File: src/design/param_decode_cfg.svh
`ifndef PARAM_DECODE_CFG_SVH
`define PARAM_DECODE_CFG_SVH

// stream widths.
`define PD_WORD_W       32
`define PD_PREDICT_W    10

// section table layout.
`define PD_NUM_SECTIONS 7
`define PD_NUM_WIDE     3

// wide sections, length counted in 64-bit parameters (two words each).
`define PD_LEN_S0       6
`define PD_LEN_S1       4
`define PD_LEN_S2       4

// narrow sections, one word per parameter.
`define PD_LEN_S3       5
`define PD_LEN_S4       3
`define PD_LEN_S5       7

// image section, always the last one.
`define PD_LEN_S6       9

`endif

File: src/design/section_pkg.sv
package section_pkg;

	`include "param_decode_cfg.svh"

	typedef logic [$clog2(`PD_NUM_SECTIONS)-1:0] section_t;
	typedef logic [`PD_NUM_SECTIONS-1:0]         strobe_t;
	typedef logic [3:0]                          count_t;    // longest section is 9.

	localparam section_t IMAGE_SECTION = section_t'(`PD_NUM_SECTIONS - 1);

	// parameter count of a section.
	function automatic count_t section_len(input section_t sec);
		count_t len;
		case (sec)
			section_t'(0): len = count_t'(`PD_LEN_S0);
			section_t'(1): len = count_t'(`PD_LEN_S1);
			section_t'(2): len = count_t'(`PD_LEN_S2);
			section_t'(3): len = count_t'(`PD_LEN_S3);
			section_t'(4): len = count_t'(`PD_LEN_S4);
			section_t'(5): len = count_t'(`PD_LEN_S5);
			section_t'(6): len = count_t'(`PD_LEN_S6);
			default:       len = count_t'(1);
		endcase
		return len;
	endfunction

	// leading sections pack two words per parameter.
	function automatic logic section_is_wide(input section_t sec);
		logic wide;
		wide = (int'(sec) < `PD_NUM_WIDE);
		return wide;
	endfunction

endpackage

File: src/design/stream_pkg.sv
package stream_pkg;

	`include "param_decode_cfg.svh"

	// one word of the input stream.
	typedef logic [`PD_WORD_W-1:0] word_t;

	// one parameter, wide enough for a packed pair of words.
	typedef logic [2*`PD_WORD_W-1:0] param_t;

	// class index returned by the accelerator.
	typedef logic [`PD_PREDICT_W-1:0] predict_t;

endpackage

File: src/design/word_tag_if.sv
`timescale 1ns/1ps

interface word_tag_if;

	logic                  tag_vld;        // word accepted this cycle.
	section_pkg::section_t tag_section;
	logic                  tag_wide;
	logic                  tag_second;     // second half of a wide pair.

	modport seq (
		output tag_vld,
		output tag_section,
		output tag_wide,
		output tag_second
	);

	modport asm (
		input  tag_vld,
		input  tag_section,
		input  tag_wide,
		input  tag_second
	);

endinterface

File: src/design/load_sequencer.sv
`timescale 1ns/1ps

module load_sequencer (
	input  logic                 i_sclk,
	input  logic                 i_rstp,

	input  logic                 i_valid,
	output logic                 o_ready,

	input  logic                 i_predict_vld,
	input  stream_pkg::predict_t i_predict,

	input  logic                 i_ready,
	output logic                 o_valid,
	output stream_pkg::predict_t o_tdata,

	word_tag_if.seq              tag
);

	section_pkg::section_t section_q;
	section_pkg::count_t   count_q;
	section_pkg::count_t   last_count;
	logic                  half_q;
	logic                  wait_q;
	logic                  ready_q;
	logic                  valid_q;
	stream_pkg::predict_t  result_q;

	logic                  accept;
	logic                  wide;
	logic                  last_word;
	logic                  predict_take;

	assign accept       = i_valid & ready_q;
	assign wide         = section_pkg::section_is_wide(section_q);
	assign last_count   = section_pkg::section_len(section_q) - 1'b1;
	assign predict_take = wait_q & i_predict_vld;    // pulses outside the wait are dropped.

	// a wide section ends on the second half of its last pair.
	assign last_word = (count_q == last_count) && (!wide || half_q);

	// classification uses the state current at the handshake.
	assign tag.tag_vld     = accept;
	assign tag.tag_section = section_q;
	assign tag.tag_wide    = wide;
	assign tag.tag_second  = half_q;

	always_ff @(posedge i_sclk)
	begin
		if (i_rstp)
		begin
			section_q <= '0;
			count_q   <= '0;
			half_q    <= 1'b0;
			wait_q    <= 1'b0;
			ready_q   <= 1'b0;
		end
		else if (accept)
		begin
			if (last_word)
			begin
				count_q <= '0;
				half_q  <= 1'b0;
				if (section_q == section_pkg::IMAGE_SECTION)
				begin
					wait_q  <= 1'b1;    // input closes until the prediction.
					ready_q <= 1'b0;
				end
				else
				begin
					section_q <= section_q + 1'b1;
				end
			end
			else if (wide)
			begin
				half_q <= ~half_q;
				if (half_q)
				begin
					count_q <= count_q + 1'b1;
				end
			end
			else
			begin
				count_q <= count_q + 1'b1;
			end
		end
		else if (predict_take)
		begin
			// reload the image only, weights stay in place.
			section_q <= section_pkg::IMAGE_SECTION;
			count_q   <= '0;
			half_q    <= 1'b0;
			wait_q    <= 1'b0;
			ready_q   <= 1'b1;
		end
		else if (!wait_q)
		begin
			ready_q <= 1'b1;
		end
	end

	// result register, a new prediction wins over an accept on the same edge.
	always_ff @(posedge i_sclk)
	begin
		if (i_rstp)
		begin
			valid_q <= 1'b0;
		end
		else if (predict_take)
		begin
			valid_q <= 1'b1;
		end
		else if (valid_q && i_ready)
		begin
			valid_q <= 1'b0;
		end
	end

	always_ff @(posedge i_sclk)
	begin
		if (predict_take)
		begin
			result_q <= i_predict;
		end
	end

	assign o_ready = ready_q;
	assign o_valid = valid_q;
	assign o_tdata = result_q;

endmodule

File: src/design/param_decode_top.sv
`timescale 1ns/1ps

module param_decode_top (
	input  logic                 i_sclk,
	input  logic                 i_rstp,

	input  logic                 i_valid,
	input  stream_pkg::word_t    i_tdata,
	output logic                 o_ready,

	input  logic                 i_predict_vld,
	input  stream_pkg::predict_t i_predict,

	input  logic                 i_ready,
	output logic                 o_valid,
	output stream_pkg::predict_t o_tdata,

	output section_pkg::strobe_t o_param_vld,
	output stream_pkg::param_t   o_param
);

	logic                  beat_vld;
	section_pkg::section_t beat_section;
	stream_pkg::param_t    beat_data;

	word_tag_if u_tag ();

	load_sequencer u_load_sequencer (
		.i_sclk        (i_sclk),
		.i_rstp        (i_rstp),
		.i_valid       (i_valid),
		.o_ready       (o_ready),
		.i_predict_vld (i_predict_vld),
		.i_predict     (i_predict),
		.i_ready       (i_ready),
		.o_valid       (o_valid),
		.o_tdata       (o_tdata),
		.tag           (u_tag.seq)
	);

	word_assembler u_word_assembler (
		.i_sclk         (i_sclk),
		.i_rstp         (i_rstp),
		.i_tdata        (i_tdata),
		.tag            (u_tag.asm),
		.o_beat_vld     (beat_vld),
		.o_beat_section (beat_section),
		.o_beat_data    (beat_data)
	);

	param_emitter u_param_emitter (
		.i_sclk         (i_sclk),
		.i_rstp         (i_rstp),
		.i_beat_vld     (beat_vld),
		.i_beat_section (beat_section),
		.i_beat_data    (beat_data),
		.o_param_vld    (o_param_vld),
		.o_param        (o_param)
	);

endmodule

File: src/design/param_emitter.sv
`timescale 1ns/1ps

module param_emitter (
	input  logic                  i_sclk,
	input  logic                  i_rstp,

	input  logic                  i_beat_vld,
	input  section_pkg::section_t i_beat_section,
	input  stream_pkg::param_t    i_beat_data,

	output section_pkg::strobe_t  o_param_vld,
	output stream_pkg::param_t    o_param
);

	section_pkg::strobe_t strobe;

	always_comb
	begin
		strobe = '0;
		if (i_beat_vld)
		begin
			strobe[i_beat_section] = 1'b1;    // one bit per section.
		end
	end

	always_ff @(posedge i_sclk)
	begin
		if (i_rstp)
		begin
			o_param_vld <= '0;
		end
		else
		begin
			o_param_vld <= strobe;
		end
	end

	// parameter holds until the next beat.
	always_ff @(posedge i_sclk)
	begin
		if (i_beat_vld)
		begin
			o_param <= i_beat_data;
		end
	end

endmodule

File: src/design/word_assembler.sv
`timescale 1ns/1ps

module word_assembler (
	input  logic                  i_sclk,
	input  logic                  i_rstp,

	input  stream_pkg::word_t     i_tdata,
	word_tag_if.asm               tag,

	output logic                  o_beat_vld,
	output section_pkg::section_t o_beat_section,
	output stream_pkg::param_t    o_beat_data
);

	stream_pkg::word_t     word_q;
	stream_pkg::word_t     upper_q;
	logic                  vld_q;
	section_pkg::section_t section_q;
	logic                  wide_q;
	logic                  second_q;

	// capture stage, word and its tag on the handshake edge.
	always_ff @(posedge i_sclk)
	begin
		if (i_rstp)
		begin
			vld_q <= 1'b0;
		end
		else
		begin
			vld_q <= tag.tag_vld;
		end
	end

	always_ff @(posedge i_sclk)
	begin
		if (tag.tag_vld)
		begin
			word_q    <= i_tdata;
			section_q <= tag.tag_section;
			wide_q    <= tag.tag_wide;
			second_q  <= tag.tag_second;
		end
		if (tag.tag_vld && tag.tag_wide && !tag.tag_second)
		begin
			upper_q <= i_tdata;    // first word of a pair goes on top.
		end
	end

	// beat stage, a first half never produces a beat.
	always_ff @(posedge i_sclk)
	begin
		if (i_rstp)
		begin
			o_beat_vld <= 1'b0;
		end
		else
		begin
			o_beat_vld <= vld_q && (!wide_q || second_q);
		end
	end

	always_ff @(posedge i_sclk)
	begin
		o_beat_section <= section_q;
		o_beat_data    <= wide_q ? {upper_q, word_q} : stream_pkg::param_t'(word_q);
	end

endmodule

File: config.mk
export PLATFORM = sky130hd
export DESIGN_NAME = param_decode_top
export DESIGN_NICKNAME = d
export VERILOG_FILES = /design/src/design/section_pkg.sv /design/src/design/stream_pkg.sv /design/src/design/word_tag_if.sv /design/src/design/load_sequencer.sv /design/src/design/param_decode_top.sv /design/src/design/param_emitter.sv /design/src/design/word_assembler.sv
export VERILOG_INCLUDE_DIRS = /design/src /design/src/design
export SDC_FILE = /design/constraint.sdc
export NUM_CORES = 1
export LEC_CHECK = 0
export BUFFER_PORTS_ARGS = -buffer_cell sky130_fd_sc_hd__buf_2
export CAP_MARGIN = 30
export CORE_ASPECT_RATIO = 0.7
export CORE_MARGIN = 4
export CORE_UTILIZATION = 49
export CTS_CLUSTER_SIZE = 12
export DETAILED_ROUTE_END_ITERATION = 10
export PLACE_DENSITY = 0.78
export RECOVER_POWER = 25
export SYNTH_ARGS = -nofsm -noshare
export SYNTH_HDL_FRONTEND = slang
export SYNTH_SLANG_ARGS = --single-unit
File: constraint.sdc
create_clock -name i_sclk -period 3.8 [get_ports i_sclk]
set_clock_uncertainty 0.1 [all_clocks]
set_input_delay 0.95 -clock i_sclk [delete_from_list [all_inputs] [get_ports i_sclk]]
set_output_delay 0.95 -clock i_sclk [all_outputs]
set_load 0.01 [all_outputs]
==> flow_metrics.tcl <==
set metrics [dict create \
    drive_above_1_share_pct 32.1 \
    cp.arrival_ns 3.28 \
    period_share_pct 79.0 \
    insertion_delay_ns 0.50 \
    yosysSeqAreaShare_pct 88.0 \
    clockBufferDepth 3 \
    fp-row-count 35 \
    fillCellCount 980 \
    hold_path_class "register to register" \
    critical_path_required_ns 4.08 \
    numPortBuffers 129 \
    antenna_found_initial 0 \
    via_per_inst 4.63 \
    cts_tree "built" \
    status "finished, final reports clean" \
    placed_area_sq_um 7740 \
    antenna_left 0 \
    post-route-min-period_ns 3.00 \
    grt_overflow_total 0 \
    tightest_slew_ns 0.865 \
    drt_iter0_drc 141 \
    start_util_pct 51.0 \
    h-tree-depth 1 \
    hold-worst-slack_ns 0.223 \
    post-cts-setup-buffers 0 \
    cp-end-kind "register" \
    io_pins 130 \
    syn_inst 359 \
    slowest_delay_ns 0.45 \
    rsz0062_at_grt "no" \
    cp_common_cell "ha_1" \
    path_cells "inv_1 > ha_1 > nor3_2 > nor2_1 > ha_1 > xor2_1 > o2111ai_2 > nor3_1 > mux2_2" \
    routed_wl_um 11000 \
    cap_violations 0 \
    syn2layout_area_growth_pct 22.6 \
    synth_top_area_share_pct 62.6 \
    crit_slowest_cell "dfxtp_1" \
    die_h_um 107 \
    total_power_mw 4.82 \
    cts_resized 0 \
    die_x_um 149 \
    antenna_cells 0 \
    grt_max_degree 40 \
    synth-edff-count 143 \
    syn_nets 413 \
    drc_errors 0 \
    first_pass_iters 4 \
    yosysUniqueCellTypes 41 \
    layout.nets 564 \
    crit_fanout 7 \
    cts-root-buf "clkbuf_16" \
    grt_pass1_vias 3359 \
    slew_headroom_pct 42.3 \
    die-area_sq_um 16000 \
    cp-start-kind "register" \
    synth_area_per_cell_sq_um 19.1 \
    routabilityCongestion 0.757 \
    path_clk_slew_ns 0.06 \
    synthTopCellsByArea "edfxtp_1 63%, dfxtp_1 25%, and2_1 2.9%" \
    grt_first_pass_wirelength_um 16800 \
    synthFlopType "edfxtp_1" \
    dp_hpwl_um 7240 \
    fin_area_sq_um 8410 \
    wl_per_cell_um 15.4 \
    timing.fmax_ghz 0.333 \
    irDropWorstVdd_mv 0.298 \
    hold_viol 0 \
    numCtsBuffers 23 \
    synth_top_area_cell "edfxtp_1" \
    synth_warnings 0 \
    via_count 3294 \
    cts_sinks 230 \
    yosys.cell_count.top_type "edfxtp_1" \
    power_per_cell_area_nw_per_um2 573 \
    yosys_register_bits 230 \
    ys_async_sr_fraction_pct 0 \
    setup_viol 0 \
    grt_usage_pct 13.6 \
    syn_area_sq_um 6860 \
    synth_common_cells "143 x edfxtp_1, 87 x dfxtp_1, 32 x and2_1" \
    tns_ns 0 \
    p_leak_nw 3.21 \
    cts_hold_buf 0 \
    crit_type "register to register" \
    core_region_area_sq_um 13400 \
    maxSlewViolCount 0 \
]
==> worst max-delay path: cells and delay by family (launching register included) <==
kind / cells / cell delay, ns
buffers and inverters: 1 / 0.14
muxes: 1 / 0.38
AOI/OAI and AO/OA: 1 / 0.21
xor gates and xnor gates: 1 / 0.21
and+or+nand+nor: 3 / 0.74
DFF: 1 / 0.45
adders and majority gates: 2 / 0.65
==> placed cells by master (no fill, tap or decap), types with 2 or more instances in the layout <==
| cell | n |
|---|---|
| a21oi_1 | 4 |
| a22o_1 | 3 |
| a311oi_1 | 2 |
| and2_1 | 32 |
| buf_2 | 129 |
| buf_4 | 3 |
| clkbuf_1 | 17 |
| clkbuf_16 | 23 |
| dfxtp_1 | 86 |
| edfxtp_1 | 143 |
| ha_1 | 7 |
| inv_1 | 6 |
| nand2_1 | 8 |
| nand2b_1 | 4 |
| nand3_1 | 3 |
| nor2_1 | 16 |
| nor3_1 | 7 |
| xnor2_1 | 4 |
| xor2_1 | 2 |
==> report_power, final <==
group,switching (mW),internal [mW]
combinational,0.0488,0.0339
sequential,0.0209,2.72
clock,0.846,1.15
==> worst paths after layout <==
path / end / depth (start not counted) / slack, ns / from
hold / removal: u_word_assembler.o_beat_data[25] / 0 / 0.22 / u_word_assembler.word_q[25]
setup reg to reg: u_load_sequencer.tag.tag_section[0] / 9 / 0.80 / u_load_sequencer.tag.tag_section[0]
hold reg to reg: u_word_assembler.o_beat_data[25] / 0 / 0.22 / u_word_assembler.word_q[25]
setup / recovery: u_load_sequencer.tag.tag_section[0] / 9 / 0.80 / u_load_sequencer.tag.tag_section[0]
==> sequential cells by signal (all words and copies together), names as in the netlist, 3 cells and up <==
signal                            cells
u_load_sequencer.count_q              4
u_word_assembler.upper_q             32
u_word_assembler.section_q            3
u_word_assembler.word_q              32
u_load_sequencer.tag.tag_section      3
u_word_assembler.o_beat_section       3
u_param_emitter.o_param              64
u_load_sequencer.o_tdata             10
u_word_assembler.o_beat_data         64
u_param_emitter.o_param_vld           7
==> metal layers <==
| metal | track usage [%] | part of all wire [%] | vias to the layer above |
|---|---|---|---|
| li1 | - | - | 1606 |
| met1 | 18.0 | 44 | 1563 |
| met2 | 22.5 | 48 | 110 |
| met3 | 3.97 | 7.2 | 15 |
| met4 | 3.07 | 1.2 | 0 |
| met5 | 0 | 0 | - |
==> cells by family (layout without fill, tap and decap cells) <==
logic type / Yosys count / count (layout) / share of synthesized area, %
flip-flops: 230 / 230 / 88.0
AND/OR/NAND/NOR: 81 / 81 / 6.49
AO/OA/AOI/OAI: 21 / 21 / 2.46
buffers and inverters: 13 / 181 / 0.839
adder cells (fa/ha/maj): 7 / 7 / 1.28
XOR/XNOR: 6 / 6 / 0.766
multiplexers: 1 / 1 / 0.164
==> per-stage QoR <==
stage	util, %	worst slack, ns	instances
4_1_cts	62.5	0.884	712
3_3_place_gp	57.6	1.05	670
2_1_floorplan	-	0.722	359
5_1_grt	62.5	0.591	712
6_report	62.5	0.797	712
3_5_place_dp	57.6	0.873	670
==> cell type report <==
class / count / area (sq um) / share of cell area (%)
clock buffers: 40 / 639 / 7.60
clock inverters: 2 / 28.8 / 0.342
inverters: 7 / 26.3 / 0.313
multi-input cells: 116 / 777 / 9.24
flip-flops and latches: 230 / 6040 / 71.8
well taps: 185 / 231 / 2.75
repair buffers: 132 / 668 / 7.95
(Power assumes the default switching activity.)
